[src/rtl/ntt_cfg.svh]
`ifndef NTT_CFG_SVH
`define NTT_CFG_SVH

// Kyber-style prime modulus
`define NTT_Q 12'd3329

// One reduced coefficient, and a packed a/b pair
`define NTT_COEFF_W 12
`define NTT_DATA_W 24

// Store-side outputs per block, flagged by o_sw_lst
`define NTT_BLOCK_PAIRS 8

// Barrett constants with M = floor(2^K / Q) and K = NTT_DATA_W
`define NTT_BARRETT_K 24
`define NTT_BARRETT_M 13'd5039

`endif

[src/rtl/ntt_pkg.sv]
`include "ntt_cfg.svh"

package ntt_pkg;

    typedef enum logic [1:0] {
        MODE_FFT  = 2'b00,
        MODE_IFFT = 2'b01,
        MODE_NTT  = 2'b10,
        MODE_INTT = 2'b11
    } mode_e;

    typedef logic [`NTT_COEFF_W-1:0] coeff_t;
    typedef logic [`NTT_DATA_W-1:0] word_t;

    // Inputs must already be reduced
    function automatic coeff_t mod_add(input coeff_t x, input coeff_t y);
        logic [`NTT_COEFF_W:0] s;
        s = {1'b0, x} + {1'b0, y};
        if (s >= {1'b0, `NTT_Q}) begin
            s = s - {1'b0, `NTT_Q};
        end
        return s[`NTT_COEFF_W-1:0];
    endfunction

    function automatic coeff_t mod_sub(input coeff_t x, input coeff_t y);
        logic [`NTT_COEFF_W:0] d;
        d = {1'b0, x} - {1'b0, y};
        // Fold a wrapped negative back into range
        if (x < y) begin
            d = d + {1'b0, `NTT_Q};
        end
        return d[`NTT_COEFF_W-1:0];
    endfunction

endpackage

[src/rtl/operand_join.sv]
module operand_join (
    input  logic            clk,
    input  logic            rstn,

    input  logic            i_ld_vld,
    output logic            o_ld_rdy,
    input  ntt_pkg::word_t  i_ld_dat,

    input  logic            i_coef_vld,
    output logic            o_coef_rdy,
    input  ntt_pkg::coeff_t i_coef_dat,

    input  ntt_pkg::mode_e  i_mode,
    input  logic            i_decode,

    output logic            o_vld,
    input  logic            i_rdy,
    output ntt_pkg::coeff_t o_a,
    output ntt_pkg::coeff_t o_b,
    output ntt_pkg::coeff_t o_w,
    output ntt_pkg::mode_e  o_mode
);
    import ntt_pkg::*;

    mode_e  mode_q;
    logic   mode_ok;
    logic   slot_free;
    logic   accept;
    logic   vld_q;
    coeff_t a_q;
    coeff_t b_q;
    coeff_t w_q;
    mode_e  item_mode_q;

    // Kernel mode register, only NTT and INTT are served here
    always_ff @(posedge clk or negedge rstn) begin
        if (!rstn) begin
            mode_q <= MODE_FFT;
        end else if (i_decode) begin
            mode_q <= i_mode;
        end
    end

    assign mode_ok   = (mode_q == MODE_NTT) || (mode_q == MODE_INTT);
    assign slot_free = !vld_q || i_rdy;

    // Both streams move on the same edge
    assign accept     = i_ld_vld && i_coef_vld && mode_ok && slot_free;
    assign o_ld_rdy   = accept;
    assign o_coef_rdy = accept;

    always_ff @(posedge clk or negedge rstn) begin
        if (!rstn) begin
            vld_q <= 1'b0;
        end else if (slot_free) begin
            vld_q <= accept;
        end
    end

    // a sits in the low half of the load word
    always_ff @(posedge clk) begin
        if (accept) begin
            a_q         <= i_ld_dat[$bits(coeff_t)-1:0];
            b_q         <= i_ld_dat[$bits(word_t)-1 -: $bits(coeff_t)];
            w_q         <= i_coef_dat;
            item_mode_q <= mode_q;
        end
    end

    assign o_vld  = vld_q;
    assign o_a    = a_q;
    assign o_b    = b_q;
    assign o_w    = w_q;
    assign o_mode = item_mode_q;

    a_join_hold: assert property (
        @(posedge clk) disable iff (!rstn)
        o_vld && !i_rdy |=> o_vld && $stable({o_a, o_b, o_w, o_mode})
    ) else $error("join register changed while stalled");

endmodule

[src/rtl/bfly_pre_stage.sv]
module bfly_pre_stage (
    input  logic            clk,
    input  logic            rstn,

    input  logic            i_vld,
    output logic            o_rdy,
    input  ntt_pkg::coeff_t i_a,
    input  ntt_pkg::coeff_t i_b,
    input  ntt_pkg::coeff_t i_w,
    input  ntt_pkg::mode_e  i_mode,

    output logic            o_vld,
    input  logic            i_rdy,
    output ntt_pkg::coeff_t o_a,
    output ntt_pkg::coeff_t o_b,
    output ntt_pkg::coeff_t o_w,
    output ntt_pkg::mode_e  o_mode
);
    import ntt_pkg::*;

    logic   take;
    logic   vld_q;
    coeff_t a_q;
    coeff_t b_q;
    coeff_t w_q;
    mode_e  mode_q;

    assign o_rdy = !vld_q || i_rdy;
    assign take  = i_vld && o_rdy;

    always_ff @(posedge clk or negedge rstn) begin
        if (!rstn) begin
            vld_q <= 1'b0;
        end else if (o_rdy) begin
            vld_q <= i_vld;
        end
    end

    // Gentleman-Sande does the add/sub before the twiddle
    always_ff @(posedge clk) begin
        if (take) begin
            if (i_mode == MODE_INTT) begin
                a_q <= mod_add(i_a, i_b);
                b_q <= mod_sub(i_a, i_b);
            end else begin
                a_q <= i_a;
                b_q <= i_b;
            end
            w_q    <= i_w;
            mode_q <= i_mode;
        end
    end

    assign o_vld  = vld_q;
    assign o_a    = a_q;
    assign o_b    = b_q;
    assign o_w    = w_q;
    assign o_mode = mode_q;

endmodule

[src/rtl/bfly_mul_stage.sv]
`include "ntt_cfg.svh"

module bfly_mul_stage (
    input  logic            clk,
    input  logic            rstn,

    input  logic            i_vld,
    output logic            o_rdy,
    input  ntt_pkg::coeff_t i_a,
    input  ntt_pkg::coeff_t i_b,
    input  ntt_pkg::coeff_t i_w,
    input  ntt_pkg::mode_e  i_mode,

    output logic            o_vld,
    input  logic            i_rdy,
    output ntt_pkg::coeff_t o_a,
    output ntt_pkg::coeff_t o_b,
    output ntt_pkg::coeff_t o_w,
    output ntt_pkg::mode_e  o_mode
);
    import ntt_pkg::*;

    logic [`NTT_DATA_W-1:0]              prod_w;
    logic [`NTT_DATA_W+`NTT_COEFF_W:0]   qhat_full;
    coeff_t                              qhat;
    logic [`NTT_DATA_W-1:0]              rem;
    logic [`NTT_DATA_W-1:0]              rem_sub;
    coeff_t                              b_red;
    logic                                take;
    logic                                vld_q;
    coeff_t                              a_q;
    coeff_t                              b_q;
    coeff_t                              w_q;
    mode_e                               mode_q;

    // Barrett reduction needs one correction step since the product is below 2^K
    assign prod_w    = i_b * i_w;
    assign qhat_full = prod_w * `NTT_BARRETT_M;
    assign qhat      = qhat_full[`NTT_BARRETT_K +: `NTT_COEFF_W];
    assign rem       = prod_w - qhat * `NTT_Q;
    assign rem_sub   = rem - `NTT_Q;
    assign b_red     = (rem >= `NTT_Q) ? rem_sub[`NTT_COEFF_W-1:0] : rem[`NTT_COEFF_W-1:0];

    assign o_rdy = !vld_q || i_rdy;
    assign take  = i_vld && o_rdy;

    always_ff @(posedge clk or negedge rstn) begin
        if (!rstn) begin
            vld_q <= 1'b0;
        end else if (o_rdy) begin
            vld_q <= i_vld;
        end
    end

    always_ff @(posedge clk) begin
        if (take) begin
            a_q    <= i_a;
            b_q    <= b_red;
            w_q    <= i_w;
            mode_q <= i_mode;
        end
    end

    assign o_vld  = vld_q;
    assign o_a    = a_q;
    assign o_b    = b_q;
    assign o_w    = w_q;
    assign o_mode = mode_q;

    // Reduction above is only exact for reduced operands
    a_mul_range: assert property (
        @(posedge clk) disable iff (!rstn)
        take |-> (i_b < `NTT_Q) && (i_w < `NTT_Q)
    ) else $error("multiplier operand not reduced");

endmodule

[src/rtl/bfly_post_stage.sv]
`include "ntt_cfg.svh"

module bfly_post_stage (
    input  logic            clk,
    input  logic            rstn,

    input  logic            i_vld,
    output logic            o_rdy,
    input  ntt_pkg::coeff_t i_a,
    input  ntt_pkg::coeff_t i_b,
    input  ntt_pkg::mode_e  i_mode,

    output logic            o_sw_vld,
    input  logic            i_sw_rdy,
    output ntt_pkg::word_t  o_sw_dat,
    output logic            o_sw_lst
);
    import ntt_pkg::*;

    logic                                   take;
    logic                                   vld_q;
    logic                                   lst_q;
    logic [$clog2(`NTT_BLOCK_PAIRS)-1:0]    blk_cnt;
    coeff_t                                 a_q;
    coeff_t                                 b_q;

    assign o_rdy = !vld_q || i_sw_rdy;
    assign take  = i_vld && o_rdy;

    always_ff @(posedge clk or negedge rstn) begin
        if (!rstn) begin
            vld_q <= 1'b0;
        end else if (o_rdy) begin
            vld_q <= i_vld;
        end
    end

    // Position within the current block
    always_ff @(posedge clk or negedge rstn) begin
        if (!rstn) begin
            blk_cnt <= '0;
            lst_q   <= 1'b0;
        end else if (take) begin
            lst_q <= (blk_cnt == `NTT_BLOCK_PAIRS - 1);
            if (blk_cnt == `NTT_BLOCK_PAIRS - 1) begin
                blk_cnt <= '0;
            end else begin
                blk_cnt <= blk_cnt + 1'b1;
            end
        end
    end

    // Cooley-Tukey add/sub on a and t = w*b
    always_ff @(posedge clk) begin
        if (take) begin
            if (i_mode == MODE_NTT) begin
                a_q <= mod_add(i_a, i_b);
                b_q <= mod_sub(i_a, i_b);
            end else begin
                a_q <= i_a;
                b_q <= i_b;
            end
        end
    end

    assign o_sw_vld = vld_q;
    assign o_sw_dat = {b_q, a_q};
    assign o_sw_lst = vld_q && lst_q;

    a_store_range: assert property (
        @(posedge clk) disable iff (!rstn)
        o_sw_vld |-> (o_sw_dat[`NTT_COEFF_W-1:0] < `NTT_Q)
                  && (o_sw_dat[`NTT_DATA_W-1 -: `NTT_COEFF_W] < `NTT_Q)
    ) else $error("store word holds an unreduced coefficient");

endmodule

[src/rtl/kernel_top.sv]
module kernel_top (
    input  logic            clk,
    input  logic            rstn,

    input  logic            i_ld_vld,
    output logic            o_ld_rdy,
    input  ntt_pkg::word_t  i_ld_dat,

    input  logic            i_coef_vld,
    output logic            o_coef_rdy,
    input  ntt_pkg::coeff_t i_coef_dat,

    input  ntt_pkg::mode_e  i_mode,
    input  logic            i_decode,

    output logic            o_sw_vld,
    input  logic            i_sw_rdy,
    output ntt_pkg::word_t  o_sw_dat,
    output logic            o_sw_lst
);
    import ntt_pkg::*;

    // Join register to pre stage
    logic   j_vld;
    logic   j_rdy;
    coeff_t j_a;
    coeff_t j_b;
    coeff_t j_w;
    mode_e  j_mode;

    // Pre stage to multiplier
    logic   p_vld;
    logic   p_rdy;
    coeff_t p_a;
    coeff_t p_b;
    coeff_t p_w;
    mode_e  p_mode;

    // Multiplier to post stage
    logic   m_vld;
    logic   m_rdy;
    coeff_t m_a;
    coeff_t m_b;
    mode_e  m_mode;

    operand_join u_join (
        .clk        (clk),
        .rstn       (rstn),
        .i_ld_vld   (i_ld_vld),
        .o_ld_rdy   (o_ld_rdy),
        .i_ld_dat   (i_ld_dat),
        .i_coef_vld (i_coef_vld),
        .o_coef_rdy (o_coef_rdy),
        .i_coef_dat (i_coef_dat),
        .i_mode     (i_mode),
        .i_decode   (i_decode),
        .o_vld      (j_vld),
        .i_rdy      (j_rdy),
        .o_a        (j_a),
        .o_b        (j_b),
        .o_w        (j_w),
        .o_mode     (j_mode)
    );

    bfly_pre_stage u_pre (
        .clk    (clk),
        .rstn   (rstn),
        .i_vld  (j_vld),
        .o_rdy  (j_rdy),
        .i_a    (j_a),
        .i_b    (j_b),
        .i_w    (j_w),
        .i_mode (j_mode),
        .o_vld  (p_vld),
        .i_rdy  (p_rdy),
        .o_a    (p_a),
        .o_b    (p_b),
        .o_w    (p_w),
        .o_mode (p_mode)
    );

    // Twiddle is consumed here, so its forwarded copy goes nowhere
    bfly_mul_stage u_mul (
        .clk    (clk),
        .rstn   (rstn),
        .i_vld  (p_vld),
        .o_rdy  (p_rdy),
        .i_a    (p_a),
        .i_b    (p_b),
        .i_w    (p_w),
        .i_mode (p_mode),
        .o_vld  (m_vld),
        .i_rdy  (m_rdy),
        .o_a    (m_a),
        .o_b    (m_b),
        .o_w    (),
        .o_mode (m_mode)
    );

    bfly_post_stage u_post (
        .clk      (clk),
        .rstn     (rstn),
        .i_vld    (m_vld),
        .o_rdy    (m_rdy),
        .i_a      (m_a),
        .i_b      (m_b),
        .i_mode   (m_mode),
        .o_sw_vld (o_sw_vld),
        .i_sw_rdy (i_sw_rdy),
        .o_sw_dat (o_sw_dat),
        .o_sw_lst (o_sw_lst)
    );

endmodule

[config.mk]
export PLATFORM = sky130hd
export DESIGN_NAME = kernel_top
export DESIGN_NICKNAME = d
export VERILOG_FILES = /design/src/rtl/ntt_pkg.sv /design/src/rtl/operand_join.sv /design/src/rtl/bfly_pre_stage.sv /design/src/rtl/bfly_mul_stage.sv /design/src/rtl/bfly_post_stage.sv /design/src/rtl/kernel_top.sv
export VERILOG_INCLUDE_DIRS = /design/src /design/src/rtl
export SDC_FILE = /design/constraint.sdc
export NUM_CORES = 1
export LEC_CHECK = 0
export ABC_AREA = 1
export BUFFER_PORTS_ARGS = -buffer_cell sky130_fd_sc_hd__buf_2
export CELL_PAD_IN_SITES_DETAIL_PLACEMENT = 0
export CELL_PAD_IN_SITES_GLOBAL_PLACEMENT = 2
export CORE_MARGIN = 8
export CORE_UTILIZATION = 35
export DETAILED_ROUTE_END_ITERATION = 6
export PLACE_DENSITY_LB_ADDON = 0.05
export SYNTH_ARGS = -nofsm -noshare
export SYNTH_HDL_FRONTEND = slang
export SYNTH_HIERARCHICAL = 1
export SYNTH_SLANG_ARGS = --single-unit
[constraint.sdc]
create_clock -name clk -period 15.5 [get_ports clk]
set_clock_uncertainty 0.15 [all_clocks]
set_input_delay 1.55 -clock clk [delete_from_list [all_inputs] [get_ports clk]]
set_output_delay 1.55 -clock clk [all_outputs]
set_load 0.01 [all_outputs]
# Word level (Yosys, flattened, before mapping)
# Cells that the tools add are included.
# totals
register_bits	136
output_inout_bits	28
word_cells	70
inputBits	44
# classes
n_lt_le_gt_ge	5
n_mul	3
addsub	11
reduce_logical	16
n_mux	10
n_eq_ne	5
# op_table
operator	n
$mux 12	9
$mul 24x13->36 const B	1
$sub 12x12->12 const B	3
$add 12x12->13	2
$ge 13x12->1 const B	2
$add 12x12->12 const B	2
$ge 24x12->1 const B	1
$lt 12x12->1	2
$mul 12x12->24	1
$mul 12x12->24 const B	1
$sub 12x12->12	2
$sub 24x24->24	1
$eq 2x2->1 const B	4
$logic_and 1x1->1	7
$logic_or 1x1->1	5
$logic_not 1->1	4
$add 3x1->3 const B	1
$eq 3x3->1 const B	1
$mux 3	1

# Logic depth before layout (Yosys ltp)
# depth
ltp_word	6
mapped_depth	75
mapped_depth_nobuf	73

# Hierarchy
# The synthesis kept the hierarchy.
# modules_own_cells
module	instances	area_each_um2	seq_area_each_um2	cells_each
bfly_mul_stage	1	15537.4	1166.1	1979
bfly_pre_stage	1	3652.3	1166.1	516
bfly_post_stage	1	3504.6	845.8	532
operand_join	1	1286.2	1216.2	55

# Worst setup path before layout
# OpenSTA, ideal clock, no wires.
# synth_path
kind	reg-to-reg
startpoint	register u_pre.w_q[5], in the netlist u_pre/o_w[5]
endpoint	register u_mul.b_q[11], in the netlist u_mul/o_b[11] (data pin)
path_buffers	2
t_arrival_ps	13212
setup_time_ps	249
synth_period_minus_slack_ps	13611
t_required_ps	15101
setup_slack_ps	1889
path_stages_with_launch	72
cell_sequence	edfxtp_1 > clkbuf_1 > nand2_1 > fa_1 > inv_1 > fa_1 > inv_1 > fa_1 > inv_1 > fa_1 > inv_1 > fa_1 > inv_1 > ha_1 > nand2_1 > o21ai_1 > a21oi_2 > o21bai_1 > [... 36 more ...] > nand2_1 > inv_2 > nand2_1 > nor2_1 > nand3_1 > nand3_1 > nand2_1 > nand2_1 > nand2_1 > nor2_1 > nand4_1 > nor2_2 > nand2_4 > buf_6 > nand3_1 > nand2_1 > nand2_1 > inv_1
# synth_via
elab_chain_len	6
elab_cells_between_ends	7
cone_classes	add/sub (2); mul (3); order compare (1); mux (1)
# synth_rtl
element	line	rtl
start, declared	bfly_pre_stage.sv:25	coeff_t w_q;
start signal, assigned	bfly_pre_stage.sv:49	w_q <= i_w;
$mul 12x12->24 *	bfly_mul_stage.sv:37	assign prod_w = i_b * i_w;
$mul 24x13->36 (no source line)	n/a	
$mul 12x12->24 (no source line)	n/a	
$sub 24x24->24 (no source line) *	n/a	
$ge 24x12->1 (no source line) / $sub 12x12->12 (equally long branches)	n/a	
$mux 12 *	bfly_mul_stage.sv:42	assign b_red = (rem >= `NTT_Q) ? rem_sub[`NTT_COEFF_W-1:0] : rem[`NTT_COEFF_W-1:0];
named net u_mul.b_red[11]	bfly_mul_stage.sv:28	coeff_t b_red;
end signal, assigned	bfly_mul_stage.sv:58	b_q <= b_red;
end, declared	bfly_mul_stage.sv:32	coeff_t b_q;
# The timed path passes the listed nets; every way through them passes the cells marked *.
# A chain may end at the register's enable or synchronous reset.

# Final worst setup path
# layout_path
startpoint	register u_pre.b_q[5], in the netlist u_pre/o_b[5]
endpoint	register u_mul.b_q[11], in the netlist u_mul/o_b[11] (data pin)
# layout_via
elab_chain_len	6
elab_cells_between_ends	7
cone_classes	add/sub (2); mul (3); order compare (1); mux (1)
# layout_rtl
element	line	rtl
start, declared	bfly_pre_stage.sv:24	coeff_t b_q;
start signal, assigned	bfly_pre_stage.sv:44	b_q <= mod_sub(i_a, i_b);
start signal, assigned	bfly_pre_stage.sv:47	b_q <= i_b;
$mul 12x12->24 *	bfly_mul_stage.sv:37	
$mul 24x13->36 (no source line)	n/a	
$mul 12x12->24 (no source line)	n/a	
$sub 24x24->24 (no source line) *	n/a	
$ge 24x12->1 (no source line) / $sub 12x12->12 (equally long branches)	n/a	
$mux 12 *	bfly_mul_stage.sv:42	
named net u_mul.b_red[11]	bfly_mul_stage.sv:28	
# Marked as above.

==> impl_results.md <==
- Outcome: completed
- Worst relative slew slack: around 24%
- Fin Setup TNS: 0 ns
- Max-slew violations: 0
- Initial antenna violation count: 1
- CTS buffer count: 17
- Clock Latency Late Sink: roughly 0.45 ns
- Drt wl/cell: approximately 17 microns
- Clock tree sinks: approximately 140
- Max Freq: approximately 0.069 GHz
- Critical setup path kind: flop to flop
- Worst-path maximum fanout: 15
- Port bufs: 71
- Critical Path RT: 15.55 ns
- H-tree depth: 4
- Synth Area per Inst: about 7.7 sq um
- Antenna Violating Nets Remaining: 0
- Worst slew pin tran: approximately 1.1 ns
- Detailed-router iteration count before antenna repair: 5
- Die X: 276 microns
- Max Root-Sink Buffers: 2
- Largest net degree at the start of global routing: between 40 and 50
- Crit-path max cell delay: between 0.5 and 0.6 ns
- Layout cells sized above 1: between 8 and 9%
- Crit end category: flop
- Final net count: about 3700
- Row Count: 95
- Final GP Congestion: approximately 0.86
- Startpoint types: flop
- Io pins: 72
- Most frequent cells in the layout: nand2_1, inv_1, ha_1
- CTS Root Cell: clkbuf_16
- DRT iter0 DRCs: 844
- Initial Utilization: a little over a third
- Syn Nets: around 3700
- GR Util All Layers: 18.2%
- Max Cap Viol: 0
- Post-DP HPWL: between 50000 and 60000 microns
- DR vias/cell: between 4 and 5
- Diodes inserted: 0
- Residual DRC count: 0
- Clk pin slew, worst setup/hold paths: 0.07 ns
- Synth warn: 6
- Die ar.: roughly 76000 sq um
- Vias in the first global route: 19800
- Post-Route WL: roughly 67000 microns
- TritonCTS clock tree: done
- Final Hold Vio Count: 0
- Syn Inst Count: roughly 3000
- CP max stage cell: fa_1
- Commonest non-fill, non-tap cell in the layout: nand2_1
- Core Box Area: 67000 sq um
- # fillers: between 7000 and 8000
- Die H: approximately 280 microns
- Area Overhead vs Synth: 9.04%
- Grt total ovfl: 0
- Crit path DAT: approximately 15 ns
- Via count: roughly 19000
- Min-delay worst type: flop to flop
- Period Utilization, post-route: 93.8%
- First-pass GRT wire length: 108000 microns
- Post-route minimum period: between 10 and 15 ns
- Area of the mapped netlist: ~24000 sq um
- Finish-stage setup viols: 0
layer usage:
layer / vias to the layer above / track usage (%) / part of all wire (%)
met5: - / 0 / 0
met4: 0 / 3.80 / 1.6
met3: 52 / 1.96 / 2.3
met2: 218 / 30.8 / 47
met1: 9025 / 24.9 / 49
li1: 9550 / - / -
area by class of cell:
cell class / instances / area, sq um / area share (%)
inverters: 759 / 2850 / 11.1
multi-input cells: 2108 / 16400 / 63.7
clock inverters: 14 / 213 / 0.826
repair buffers: 119 / 728 / 2.83
clock buffers: 18 / 429 / 1.67
flip-flops and latches: 136 / 4030 / 15.7
well taps: 873 / 1090 / 4.24
per-stage QoR:
stage	setup WS [ns]	instance area, sq um	cells	hold WS, ns	utilization (%)
after global placement	-0.121	24900	3977	0.252	37.2
after floorplan	1.91	23600	3070	0.250	-
after detailed placement	-0.104	24900	3977	0.255	37.2
after global routing	-0.00122	25800	4027	0.272	38.4
final	0.960	25800	4027	0.264	38.4
after CTS	0.156	25600	4009	0.268	38.1
critical path, delay by kind of cell, from the launching register on:
kind | cells | cell delay (ns)
flops | 1 | 0.55
simple gates | 15 | 1.89
buf+inv | 14 | 1.03
xor+xnor | 1 | 0.48
compound gates | 8 | 1.83
fa+ha+maj | 18 | 8.35
timing repair:
action | CTS | global route
buffers inserted | 0 | 18
resized for setup | 1 | 5
pin swaps | 0 | 1
endpoints found under the setup margin | 12 | 12
hold buffers | 0 | 0
hold endpoints to repair | 0 | 0
flip-flops by register name, indices dropped and copies added, names as in the netlist:
register	flops
u_mul/o_b	12
u_post/b_q	12
u_post/o_sw_vld	1
u_join/o_mode	2
u_join/mode_q	2
u_mul/o_a	12
u_mul/o_vld	1
u_join/o_a	12
u_join/o_vld	1
u_pre/o_w	12
u_pre/o_mode	2
u_post/lst_q	1
u_join/o_b	12
u_join/o_w	12
u_post/blk_cnt	3
u_pre/o_b	12
u_post/a_q	12
u_pre/o_a	12
u_pre/o_vld	1
u_mul/o_mode	2
worst paths after layout:
check,startpoint,to,slack [ns],cells past startpoint
setup / recovery,u_pre/o_b[5],u_mul/o_b[11],0.96,56
setup reg to reg,u_pre/o_b[5],u_mul/o_b[11],0.96,56
hold / removal,u_join/o_w[5],u_pre/o_w[5],0.26,0
min in group asynchronous,rstn,u_join/mode_q[1],0.81,1
hold reg to reg,u_join/o_w[5],u_pre/o_w[5],0.26,0
max in group asynchronous,rstn,u_post/blk_cnt[0],14.19,1
Power is not shown: default switching activity piles up to over one toggle a cycle in this logic, so the estimate is an artifact.
